## src/logic/uart_consts.svh

```systemverilog
// ################################################
// UART constants: FIFO sizing, register word map,
// and the baud register value after reset
// ################################################
`ifndef UART_CONSTS_SVH
`define UART_CONSTS_SVH

// FIFO sizing
`define UART_FIFO_DEPTH 8       // Entries per byte FIFO, any power of two
`define UART_FIFO_AW    3       // log2 of the depth

// Register word addresses
`define UART_ADDR_DATA   2'd0   // TX push on write, RX pop on read
`define UART_ADDR_STATUS 2'd1   // FIFO flags, read only
`define UART_ADDR_BAUD   2'd2   // Bit period in sixteenths

// Status word bit positions
`define UART_ST_TX_EMPTY 0
`define UART_ST_TX_FULL  1
`define UART_ST_RX_EMPTY 2
`define UART_ST_RX_FULL  3

// Bit period after reset
// 868 clocks per bit gives 115200 baud from 100 MHz
`define UART_BAUD_RESET 16'd868

`endif

```

## src/logic/uartPkg.sv

```systemverilog
// ################################################
// UART package: byte, bus word, register address,
// bit period and FIFO pointer types
// ################################################
package uartPkg;

  `include "uart_consts.svh"

  // One serial character
  typedef logic [7:0] byteT;

  // Wishbone data word and register word address
  typedef logic [15:0] wbDataT;
  typedef logic [1:0]  wbAddrT;

  // Clocks per bit, 12 integer bits over 4 fraction bits
  typedef logic [15:0] bitPeriodT;

  // FIFO pointer with one extra wrap bit
  typedef logic [`UART_FIFO_AW:0] fifoPtrT;

endpackage

```

## src/logic/uartCore.sv

```systemverilog
// ################################################
// UART core: 8N1 transmitter and receiver, rxd
// synchronizer, fractional baud divider
// ################################################
`timescale 1ns/1ps

module uartCore import uartPkg::*; (
  input  logic      clk,
  input  logic      arstn,
  output logic      ready,      // Transmitter idle
  input  logic      wr,         // One cycle load strobe
  input  byteT      din,        // Byte to send
  output logic      full,       // Received byte waiting in dout
  input  logic      rd,         // Clears full
  output byteT      dout,       // Last received byte
  input  bitPeriodT bitperiod,  // Clocks per bit, 12.4 fixed point
  input  logic      rxd,        // Asynchronous line input
  output logic      txd         // Serial line output
);

  logic        rxdA, rxdB, rxdI;  // Synchronizer chain
  logic [11:0] baudInt;           // Clocks left to next tick
  logic [3:0]  baudFrac;          // Tick index within a bit
  logic        tick;              // 16 per bit period
  logic [7:0]  txState;           // Bits left in high nibble, ticks in low
  logic [7:0]  rxState;           // Same layout as txState
  byteT        txReg;             // Outgoing shift register
  byteT        rxReg;             // Incoming shift register
  logic        tNext;             // Next level for txd
  logic        rxError;           // Zero stop bit seen, wait for mark
  logic        startBit, txShift, rxSample, rxAtStart, rxAtStop;

  // Three flop synchronizer, idles at mark
  always_ff @(posedge clk or negedge arstn) begin
    if (!arstn) begin
      rxdA <= 1'b1;
      rxdB <= 1'b1;
      rxdI <= 1'b1;
    end else begin
      rxdA <= rxd;
      rxdB <= rxdA;
      rxdI <= rxdB;
    end
  end

  // Fractional divider
  // Each tick lasts int or int+1 clocks, frac of 16 ticks get the extra clock
  always_ff @(posedge clk or negedge arstn) begin
    if (!arstn) begin
      baudInt  <= 12'd0;
      baudFrac <= 4'd0;
      tick     <= 1'b0;
    end else begin
      tick <= 1'b0;
      if (baudInt != 12'd0) begin
        baudInt <= baudInt - 12'd1;
      end else begin
        tick <= 1'b1;
        if (bitperiod[3:0] > baudFrac)
          baudInt <= bitperiod[15:4];          // Stretched tick
        else
          baudInt <= bitperiod[15:4] - 12'd1;
        baudFrac <= baudFrac + 4'd1;           // Wraps every 16 ticks
      end
    end
  end

  assign startBit  = ~rxdI & ~rxError;
  assign txShift   = tick && (txState != 8'd0) && (txState[3:0] == 4'd0);  // Bit boundary
  assign rxSample  = tick && (rxState != 8'd0) && (rxState[3:0] == 4'd0);  // Mid bit
  assign rxAtStart = rxSample && (rxState[7:4] == 4'hA);
  assign rxAtStop  = rxSample && (rxState[7:4] == 4'h1);

  // Transmitter control
  always_ff @(posedge clk or negedge arstn) begin
    if (!arstn) begin
      txState <= 8'd0;
      tNext   <= 1'b1;                   // Line at mark
      txd     <= 1'b1;
      ready   <= 1'b1;
    end else begin
      if (tick) begin
        txd <= tNext;
        if (txState != 8'd0)
          txState <= txState - 8'd1;
        else
          ready <= 1'b1;
      end
      if (txShift)
        tNext <= txReg[0];               // LSB first
      if (wr) begin
        tNext   <= 1'b0;                 // Start bit
        txState <= 8'hAF;                // Start, 8 data, stop
        ready   <= 1'b0;
      end
    end
  end

  // Shift register fills with ones, which form the stop bit
  always_ff @(posedge clk) begin
    if (wr)
      txReg <= din;
    else if (txShift)
      txReg <= {1'b1, txReg[7:1]};
  end

  // Receiver control
  always_ff @(posedge clk or negedge arstn) begin
    if (!arstn) begin
      rxState <= 8'd0;
      rxError <= 1'b0;
      full    <= 1'b0;
    end else begin
      if (rd)
        full <= 1'b0;                    // New byte below wins over rd
      if (tick) begin
        if (rxAtStart && rxdI) begin
          rxState <= 8'd0;               // False start, back to idle
        end else if (rxAtStop) begin
          rxState <= 8'd0;               // Idle early to catch the next start
          if (rxdI)
            full <= 1'b1;
          else
            rxError <= 1'b1;             // Framing error or break
        end else if (rxState != 8'd0) begin
          rxState <= rxState - 8'd1;
        end else begin
          rxError <= rxError & ~rxdI;    // Mark clears the hold off
          if (startBit)
            rxState <= 8'hA8;            // Half bit to the start bit middle
        end
      end
    end
  end

  // Receive payload, dout is overwritten even if unread
  always_ff @(posedge clk) begin
    if (rxSample && !rxAtStart && !rxAtStop)
      rxReg <= {rxdI, rxReg[7:1]};
    if (rxAtStop && rxdI)
      dout <= rxReg;
  end

endmodule

```

## src/logic/byteFifo.sv

```systemverilog
// ################################################
// Byte FIFO, first word fall through, wrap bit
// pointers for full and empty
// ################################################
`timescale 1ns/1ps
`include "uart_consts.svh"

module byteFifo import uartPkg::*; (
  input  logic clk,
  input  logic arstn,
  input  logic push,    // Write wrData unless full
  input  byteT wrData,
  input  logic pop,     // Drop head unless empty
  output byteT rdData,  // Head entry
  output logic full,
  output logic empty
);

  byteT    mem [`UART_FIFO_DEPTH];  // Storage
  fifoPtrT wrPtr;                   // Next free slot
  fifoPtrT rdPtr;                   // Head slot
  logic    doPush, doPop;

  assign doPush = push & ~full;
  assign doPop  = pop & ~empty;

  // Same index with the wrap bits apart means full
  assign empty = (wrPtr == rdPtr);
  assign full  = (wrPtr[`UART_FIFO_AW] != rdPtr[`UART_FIFO_AW]) &&
                 (wrPtr[`UART_FIFO_AW-1:0] == rdPtr[`UART_FIFO_AW-1:0]);

  assign rdData = mem[rdPtr[`UART_FIFO_AW-1:0]];

  // Pointers, push and pop in one cycle both move
  always_ff @(posedge clk or negedge arstn) begin
    if (!arstn) begin
      wrPtr <= '0;
      rdPtr <= '0;
    end else begin
      if (doPush)
        wrPtr <= wrPtr + 1'b1;
      if (doPop)
        rdPtr <= rdPtr + 1'b1;
    end
  end

  always_ff @(posedge clk) begin
    if (doPush)
      mem[wrPtr[`UART_FIFO_AW-1:0]] <= wrData;
  end

endmodule

```

## src/logic/uartRegs.sv

```systemverilog
// ################################################
// Wishbone classic slave, register decode, baud
// register, TX and RX pumps between FIFOs and core
// ################################################
`timescale 1ns/1ps
`include "uart_consts.svh"

module uartRegs import uartPkg::*; (
  input  logic      clk,
  input  logic      arstn,
  // Wishbone classic slave
  input  logic      cyc,
  input  logic      stb,
  input  logic      we,
  input  wbAddrT    adr,
  input  wbDataT    datI,
  output wbDataT    datO,
  output logic      ack,
  // TX FIFO
  output logic      txPush,
  output byteT      txData,
  input  logic      txFull,
  input  logic      txEmpty,
  output logic      txPop,
  input  byteT      txHead,
  // RX FIFO
  output logic      rxPush,
  output byteT      rxData,
  input  logic      rxFull,
  input  logic      rxEmpty,
  output logic      rxPop,
  input  byteT      rxHead,
  // Core
  input  logic      coreReady,
  input  logic      coreFull,
  input  byteT      coreDout,
  output logic      coreWr,
  output logic      coreRd,
  output byteT      coreDin,
  output bitPeriodT bitperiod
);

  logic   reqSeen;                  // New request, not yet acked
  logic   dataSel, statusSel, baudSel;
  logic   busWrite, busRead;        // Valid in the ack cycle
  logic   wrLast, rdLast;           // Core strobes of the previous cycle
  wbDataT statusWord, readWord;

  assign reqSeen   = cyc & stb & ~ack;
  assign dataSel   = (adr == `UART_ADDR_DATA);
  assign statusSel = (adr == `UART_ADDR_STATUS);
  assign baudSel   = (adr == `UART_ADDR_BAUD);
  assign busWrite  = ack & we;      // Master holds the request through ack
  assign busRead   = ack & ~we;

  // Single cycle ack, one clock after the request
  always_ff @(posedge clk or negedge arstn) begin
    if (!arstn)
      ack <= 1'b0;
    else
      ack <= reqSeen;
  end

  // Data register, dropped write when full, no pop when empty
  assign txPush = busWrite & dataSel & ~txFull;
  assign txData = datI[7:0];
  assign rxPop  = busRead & dataSel & ~rxEmpty;

  // Baud register
  always_ff @(posedge clk or negedge arstn) begin
    if (!arstn)
      bitperiod <= `UART_BAUD_RESET;
    else if (busWrite && baudSel)
      bitperiod <= datI;
  end

  always_comb begin
    statusWord = '0;
    statusWord[`UART_ST_TX_EMPTY] = txEmpty;
    statusWord[`UART_ST_TX_FULL]  = txFull;
    statusWord[`UART_ST_RX_EMPTY] = rxEmpty;
    statusWord[`UART_ST_RX_FULL]  = rxFull;
  end

  // Read mux, unmapped address reads zero
  always_comb begin
    readWord = '0;
    if (dataSel)
      readWord = rxEmpty ? '0 : {8'd0, rxHead};
    else if (statusSel)
      readWord = statusWord;
    else if (baudSel)
      readWord = bitperiod;
  end

  assign datO = busRead ? readWord : '0;

  // TX pump, FIFO head to core
  assign txPop   = ~txEmpty & coreReady & ~wrLast;
  assign coreWr  = txPop;
  assign coreDin = txHead;

  // RX pump, core byte to FIFO
  assign rxPush = coreFull & ~rxFull & ~rdLast;
  assign coreRd = rxPush;
  assign rxData = coreDout;

  // Holds off a second strobe while the core flags settle
  always_ff @(posedge clk or negedge arstn) begin
    if (!arstn) begin
      wrLast <= 1'b0;
      rdLast <= 1'b0;
    end else begin
      wrLast <= coreWr;
      rdLast <= coreRd;
    end
  end

endmodule

```

## src/logic/uartTop.sv

```systemverilog
// ################################################
// UART top: register block, TX and RX FIFOs, core
// ################################################
`timescale 1ns/1ps

module uartTop import uartPkg::*; (
  input  logic   clk,
  input  logic   arstn,
  input  logic   cyc,
  input  logic   stb,
  input  logic   we,
  input  wbAddrT adr,
  input  wbDataT datI,
  output wbDataT datO,
  output logic   ack,
  input  logic   rxd,   // Serial in
  output logic   txd    // Serial out
);

  logic      txPush, txPop, txFull, txEmpty;
  byteT      txData, txHead;
  logic      rxPush, rxPop, rxFull, rxEmpty;
  byteT      rxData, rxHead;
  logic      coreReady, coreFull, coreWr, coreRd;
  byteT      coreDin, coreDout;
  bitPeriodT bitperiod;

  uartRegs regs (
    .clk(clk), .arstn(arstn),
    .cyc(cyc), .stb(stb), .we(we), .adr(adr),
    .datI(datI), .datO(datO), .ack(ack),
    .txPush(txPush), .txData(txData), .txFull(txFull), .txEmpty(txEmpty),
    .txPop(txPop), .txHead(txHead),
    .rxPush(rxPush), .rxData(rxData), .rxFull(rxFull), .rxEmpty(rxEmpty),
    .rxPop(rxPop), .rxHead(rxHead),
    .coreReady(coreReady), .coreFull(coreFull), .coreDout(coreDout),
    .coreWr(coreWr), .coreRd(coreRd), .coreDin(coreDin),
    .bitperiod(bitperiod)
  );

  // Bus to line
  byteFifo txFifo (
    .clk(clk), .arstn(arstn),
    .push(txPush), .wrData(txData),
    .pop(txPop), .rdData(txHead),
    .full(txFull), .empty(txEmpty)
  );

  // Line to bus
  byteFifo rxFifo (
    .clk(clk), .arstn(arstn),
    .push(rxPush), .wrData(rxData),
    .pop(rxPop), .rdData(rxHead),
    .full(rxFull), .empty(rxEmpty)
  );

  uartCore core (
    .clk(clk), .arstn(arstn),
    .ready(coreReady), .wr(coreWr), .din(coreDin),
    .full(coreFull), .rd(coreRd), .dout(coreDout),
    .bitperiod(bitperiod),
    .rxd(rxd), .txd(txd)
  );

endmodule

```

## config.mk

```make
export PLATFORM = sky130hd
export DESIGN_NAME = uartTop
export DESIGN_NICKNAME = d
export VERILOG_FILES = /design/src/logic/uartPkg.sv /design/src/logic/uartCore.sv /design/src/logic/byteFifo.sv /design/src/logic/uartRegs.sv /design/src/logic/uartTop.sv
export VERILOG_INCLUDE_DIRS = /design/src /design/src/logic
export SDC_FILE = /design/constraint.sdc
export NUM_CORES = 1
export LEC_CHECK = 0
export BUFFER_PORTS_ARGS = -buffer_cell sky130_fd_sc_hd__clkbuf_2
export CORE_ASPECT_RATIO = 1.2
export CORE_MARGIN = 1.5
export CORE_UTILIZATION = 60
export CTS_CLUSTER_DIAMETER = 200
export DETAILED_ROUTE_END_ITERATION = 12
export PLACE_DENSITY_LB_ADDON = 0.1
export SYNTH_ARGS = -nofsm -noshare
export SYNTH_HDL_FRONTEND = slang
export SYNTH_SLANG_ARGS = --single-unit
```

## constraint.sdc

```tcl
create_clock -name clk -period 3.4 [get_ports clk]
set_clock_uncertainty 0.15 [all_clocks]
set_input_delay 0.51 -clock clk [delete_from_list [all_inputs] [get_ports clk]]
set_output_delay 0.51 -clock clk [all_outputs]
set_load 0.05 [all_outputs]
```

==> results of run 1 <==
-- metrics by stage --
stage               instances  setup WS [ns]  utilization  area (µm²)
detailed placement        896          0.555        0.655       10300
CTS                       939         0.0187        0.699       11000
finish                    939          0.207        0.700       11000
global placement          896          0.666        0.655       10300
floorplan                 644          0.399            -        9710
global route              939          0.139        0.700       11000
-- kinds of logic (layout without fill, tap and decap cells) --
kind of cell	count (synthesis)	in the layout	synth area share
simple gates	176	176	0.0941
fa+ha+maj	15	15	0.0193
compound gates	65	65	0.0425
xor+xnor	46	46	0.0415
buf+inv	43	130	0.0179
flops	228	228	0.667
mux	71	71	0.117
-- cell usage after synthesis, drive strengths merged, types with 2 or more instances --
| cell type | count |
|---|---|
| nand3 | 4 |
| dfrtp | 65 |
| nand2 | 53 |
| nor4b | 2 |
| nand4 | 3 |
| and2b | 2 |
| a22oi | 3 |
| nor3 | 18 |
| or4 | 2 |
| clkbuf | 16 |
| dfstp | 11 |
| inv | 16 |
| buf | 10 |
| edfxtp | 152 |
| xor2 | 19 |
| nand2b | 7 |
| o21ai | 22 |
| nand3b | 2 |
| nor2b | 4 |
| or2 | 3 |
| o31ai | 7 |
| o211ai | 2 |
| ha | 15 |
| and2 | 2 |
| nor4 | 10 |
| a21oi | 16 |
| xnor2 | 27 |
| mux2i | 17 |
| mux2 | 22 |
| a221oi | 4 |
| or3b | 2 |
| nor2 | 41 |
| mux4 | 32 |
| or3 | 2 |
| nor3b | 5 |
| and3 | 11 |
| a31oi | 2 |
-- how the worst max path moves through the flow --
stage | from | slack, ns | to
2_1_floorplan | rxFifo.rdPtr[0] | 0.40 | datO[6]
4_1_cts | rxFifo.rdPtr[0] | 0.02 | datO[5]
6_report | rxFifo.rdPtr[0] | 0.21 | datO[3]
3_5_place_dp | rxFifo.rdPtr[0] | 0.55 | datO[5]
5_1_grt | rxFifo.wrPtr[2] | 0.14 | datO[6]
3_3_place_gp | rxFifo.rdPtr[0] | 0.67 | datO[3]
-- power groups by stage --
stage | logic (mW) | registers, mW | clock network [mW]
floorplan | 0.776 | 3.30 | 0
global placement | 0.967 | 3.36 | 0
detailed placement | 1.01 | 3.37 | 0
CTS | 1.02 | 3.32 | 2.36
global route | 1.11 | 3.34 | 2.47
finish | 1.01 | 3.32 | 2.32
-- flip-flops by register name (all words and copies together) (netlist names), 8 cells and up --
register        count
core.baudInt       12
core.dout           8
core.rxReg          8
core.rxState        8
core.txReg          8
core.txState        8
regs.bitperiod     16
rxFifo.mem         64
txFifo.mem         64
-- repair_timing --
| item | CTS | global route |
|---|---|---|
| gates resized for setup | 0 | 2 |
| endpoints found under the hold margin | 1 | 0 |
| endpoints found under the setup margin | 0 | 5 |
| hold buffers | 1 | 0 |
-- area by class of cell --
class	instances	area, µm²
Sequential cell	228	6480
Fill cell	1032	4710
Multi-Input combinational cell	373	3060
Clock buffer	31	606
Timing Repair Buffer	71	435
Tap cell	208	260
Clock inverter	11	81.3
Inverter	17	63.8
-- routing by layer --
metal  vias up  GRT usage  routed length, µm
met1      2859      0.305               8050
met3        37     0.0296                745
met4         0     0.0831                464
met2       142      0.425              10200
li1       2550          -                  -
met5         -          0                  0
==> impl_results.md, run 1 <==
* Status: complete, no violations
* # setup viols final at 0
* Seq pwr share at 0.499
* Synth-to-layout area growth at 13.2%
* Clock sink count at about 230
* Worst path cell trace: buf_4, mux4_2, mux2i_1, o22ai_1, clkbuf_2
* EDFF count, synth at 152
* TritonRoute pass-1 iters at 5
* CTS tree: yes
* Post-CTS Setup Inserts at 0
* Ys Warns at 0
* Worst path slowest cell: mux4_2
* TritonCTS Buffers at 23
* Total track usage at 0.239
* Reg-to-Reg Start: core.rxState[0]
* # diodes at 0
* Mean number of vias per cell at 5.95
* Pwr/cell area at between 600 and 700 mW/mm²
* PortBufs at 41
* Min-delay worst type: in -> async
* Clock H-tree levels at 1
* Ys async rst share at 0.333
* Die H at 142 µm
* Tot Pwr at roughly 6.7 mW
* Routed vias at 5,588
* Internal at approximately 5 mW
* Hold Violations, Final at 0
* Fin crit share at 0.939
* Share of layout cells above drive strength 1 at 0.250
* Worst setup EP type: primary output
* Switching Fraction at 0.257
* Largest net degree at the start of global routing at 77
* Post-route DRC at 0
* RSZ-0062 raised after global routing: false
* Setup TNS Final at 0 ns
* RR Endpoint: core.dout[3]
* Yosys top cell area share at 0.470
* R2R depth at 5
* Clk root buf: clkbuf_16
* Remaining antenna violation count at 0
* GP Congestion at ~0.86
* Crit-path leading delay family: multiplexers
* Core Rows at 50
* Final WL at between 15,000 and 20,000 µm
* Die area at 0.0170 mm²
* Deepest clock path buffer count at 3
* Initial Util at 0.618
* 1st-iter DRT viols at 420
* Worst reg2reg setup slack at 0.75 ns
* Clock Latency Late Sink at just over 0.5 ns
* Worst Path Max Fanout at 13
* Mapped Area at just under 0.01 mm²
* Pin slew with the least headroom to its limit at around 1 ns
* Critical Path AT at between 2 and 3 ns
* Clock power frac at 0.349
* Fmax achieved at ~310 MHz
* Initial antenna violation count at 0
* Switching Power at around 1.7 mW
* Hold_ws at between 0.015 and 0.02 ns
* Vias in the first global route at approximately 5,800
* CP required at between 2 and 3 ns
* Most used DFF post-synth: edfxtp_1
* Max stage delay on crit path at ~0.53 ns
* CP startpoint kind: flip-flop
* # nets final at approximately 750
* Clock-pin slew on the worst setup and hold paths at 0.06 ns
* Max-slew violations at 0
* Avg WL per Cell at between 20 and 25 µm
* I/O Pins at 42
* Core area at about 0.016 mm²
* Cells after synthesis at 644
* WS Path Type: reg -> out
* Critical path depth at 5
* Mapped Avg Cell Area at approximately 15 µm²
* Net count after synthesis at approximately 680
* Maxcap violations at 0
* Largest area contributor in the netlist: edfxtp_1
* Combinational power share at 0.152
* Most frequent cells in the layout: 152 x edfxtp_1, 64 x dfrtp_1, 53 x nand2_1, 41 x nor2_1, 40 x clkbuf_2
* Worst Path Buf+Inv at 2
* Synth Register Bits at approximately 230
* Leading cell type in the layout, fill and taps excluded: edfxtp_1
* GRT overflow at 0
* Area contributors post-synth: edfxtp_1 47%, dfrtp_1 17%, mux4_2 7.4%, dfstp_2 3.0%, mux2_2 2.6%
* Dpl hpwl at around 13,000 µm
* Global-route wire length before repair at slightly above 30,000 µm
* Sequential share of the synthesized area at 0.667
* Worst slew margin at 0.336
* Peak supply drop at 0.442 mV
* Yosys cell types at 61
* Die Width at roughly 120 µm
* Final Critical Period at between 3 and 4 ns
* LEAKAGE at roughly 4 nW
Power figures use the tool's default switching activity.
==> run 2, diff against run 1 <==
--- a/config.mk
+++ b/config.mk
@@ -6,7 +6,7 @@
 export SDC_FILE = /design/constraint.sdc
 export NUM_CORES = 1
 export LEC_CHECK = 0
-export BUFFER_PORTS_ARGS = -buffer_cell sky130_fd_sc_hd__clkbuf_2
+export BUFFER_PORTS_ARGS = -buffer_cell sky130_fd_sc_hd__buf_2
 export CORE_ASPECT_RATIO = 1.2
 export CORE_MARGIN = 1.5
 export CORE_UTILIZATION = 60
==> run 2 against run 1 <==
Compared with the run above:
- fmax is 1.9% higher
- sequential power hardly changed
- worst setup slack better by 0.060 ns
- utilization is 0.21 points higher
- wire length is 0.85% lower
==> impl_results.md, run 2 (same netlist as run 1, synthesis figures left out) <==
* Placed cell areas at about 0.01 mm²
* Initial antenna violation count at 0
* Min-delay worst type: in -> async
* Vias in the first global route at approximately 5,700
* Worst reg2reg setup slack at 0.67 ns
* Mean number of vias per cell at 5.88
* Reg-to-Reg Start: core.rxState[0]
* GP Congestion at approximately 0.84
* Maxcap violations at 0
* Fmax achieved at roughly 320 MHz
* Clock H-tree levels at 1
* Largest net degree at the start of global routing at 77
* FILL cells at roughly 1,000
* Finished Layout Cells at 938
* # diodes at 0
* Deepest clock path buffer count at 3
* GRT overflow at 0
* Crit-path leading delay family: simple AND/OR/NAND/NOR gates
* Worst setup EP type: primary output
* Initial Util at 0.618
* Clk root buf: clkbuf_16
* Status: complete, no violations
* Max-slew violations at 0
* Total track usage at 0.237
* LEAKAGE at ~4.1 nW
* Placed Cells at 896
* Remaining antenna violation count at 0
* Clock sink count at between 200 and 250
* Setup WS post-layout at 0.267 ns
* # setup viols final at 0
* CP required at between 2 and 3 ns
* Final WL at between 15,000 and 20,000 µm
* Routed vias at 5,518
* WS Path Type: reg -> out
* Core Rows at 50
* R2R depth at 5
* Fin crit share at 0.922
* TritonCTS Buffers at 23
* Hold_ws at ~0.027 ns
* Critical path depth at 6
* Critical Path AT at approximately 2.5 ns
* Final Util at 0.702
* Setup crit end: datO[4]
* TritonRoute pass-1 iters at 4
* Leading cell type in the layout, fill and taps excluded: edfxtp_1
* Core area at around 0.016 mm²
* Worst path cell trace: xor2_1, nor4b_1, nor2_1, nand2_1, o21ai_0, buf_2
* Setup TNS Final at 0 ns
* Die H at ~140 µm
* Design area at about 0.011 mm²
* CTS tree: yes
* Post-CTS Setup Inserts at 0
* I/O Pins at 42
* Worst Path Max Fanout at 8
* Worst path slowest cell: nor4b_1
* Pin slew with the least headroom to its limit at 0.995 ns
* Tot Pwr at 6.75 mW
* Final Critical Period at between 3 and 4 ns
* Most frequent cells in the layout: 152 x edfxtp_1, 65 x dfrtp_1, 53 x nand2_1, 41 x nor2_1, 40 x buf_2
* Clock Latency Late Sink at ~0.5 ns
* Global-route wire length before repair at 30,400 µm
* Post-cts gate resize count at 0
* Die area at around 0.017 mm²
* RSZ-0062 raised after global routing: false
* Clock-pin slew on the worst setup and hold paths at about 0.060 ns
* Pwr/cell area at between 600 and 700 mW/mm²
* Avg WL per Cell at a little over 20 µm
* Die Width at between 100 and 150 µm
* Worst slew margin at 0.336
* Critical Path Source: rxFifo.wrPtr[0]
* 1st-iter DRT viols at about 420
* RR Endpoint: core.dout[4]
* Hold Violations, Final at 0
* Post-route DRC at 0
* Max stage delay on crit path at just over 0.5 ns
* Synth-to-layout area growth at 13.5%
* Dpl hpwl at 13,200 µm
* Share of layout cells above drive strength 1 at 0.249
* Pre-CTS setup slack at between 0.7 and 0.8 ns
* # nets final at approximately 750
* Post-CTS Hold Buffers at 1
* Worst Path Buf+Inv at 1
* PortBufs at 41
* CP startpoint kind: flip-flop
* Peak supply drop at 0.404 mV
==> run 2: report_power, final <==
group / switching, mW / total [mW] / leakage (nW) / internal [mW]
sequential: 0.175 / 3.32 / 2.26 / 3.14
combinational: 0.537 / 1.01 / 1.52 / 0.469
clock: 0.990 / 2.43 / 0.360 / 1.44
==> run 2: final cells by class <==
cell class              instances  area (µm²)  share of cell area
multi-input cells             373        3060               0.277
flip-flops and latches        228        6480               0.588
clock buffers                  31         626              0.0568
clock inverters                10         101             0.00920
repair buffers                 71         435              0.0395
inverters                      17        63.8             0.00579
well taps                     208         260              0.0236
==> run 2: worst min path at each step <==
stage / start / endpoint / slack, ns / cells after the start
floorplan: arstn / core.baudFrac[0] / 0.06 / 0
global placement: core.rxdA / core.rxdB / 0.20 / 0
detailed placement: core.rxdA / core.rxdB / 0.20 / 0
CTS: arstn / core.txState[2] / 0.07 / 1
global route: stb / regs.ack / 0.07 / 3
finish: arstn / txFifo.rdPtr[2] / 0.03 / 1
==> run 2: metal layers <==
layer / up-vias / share of wire / GRT usage
met5: - / 0 / 0
met4: 0 / 0.021 / 0.0774
met3: 30 / 0.045 / 0.0317
met2: 133 / 0.52 / 0.419
met1: 2796 / 0.41 / 0.306
li1: 2559 / - / -
==> run 2: worst reg2reg max path, delay by kind of cell, from the launching register on <==
family        cells  cell delay, ns
flops             1            0.40
simple gates      3            1.55
buf+inv           1            0.09
fa+ha+maj         1            0.17
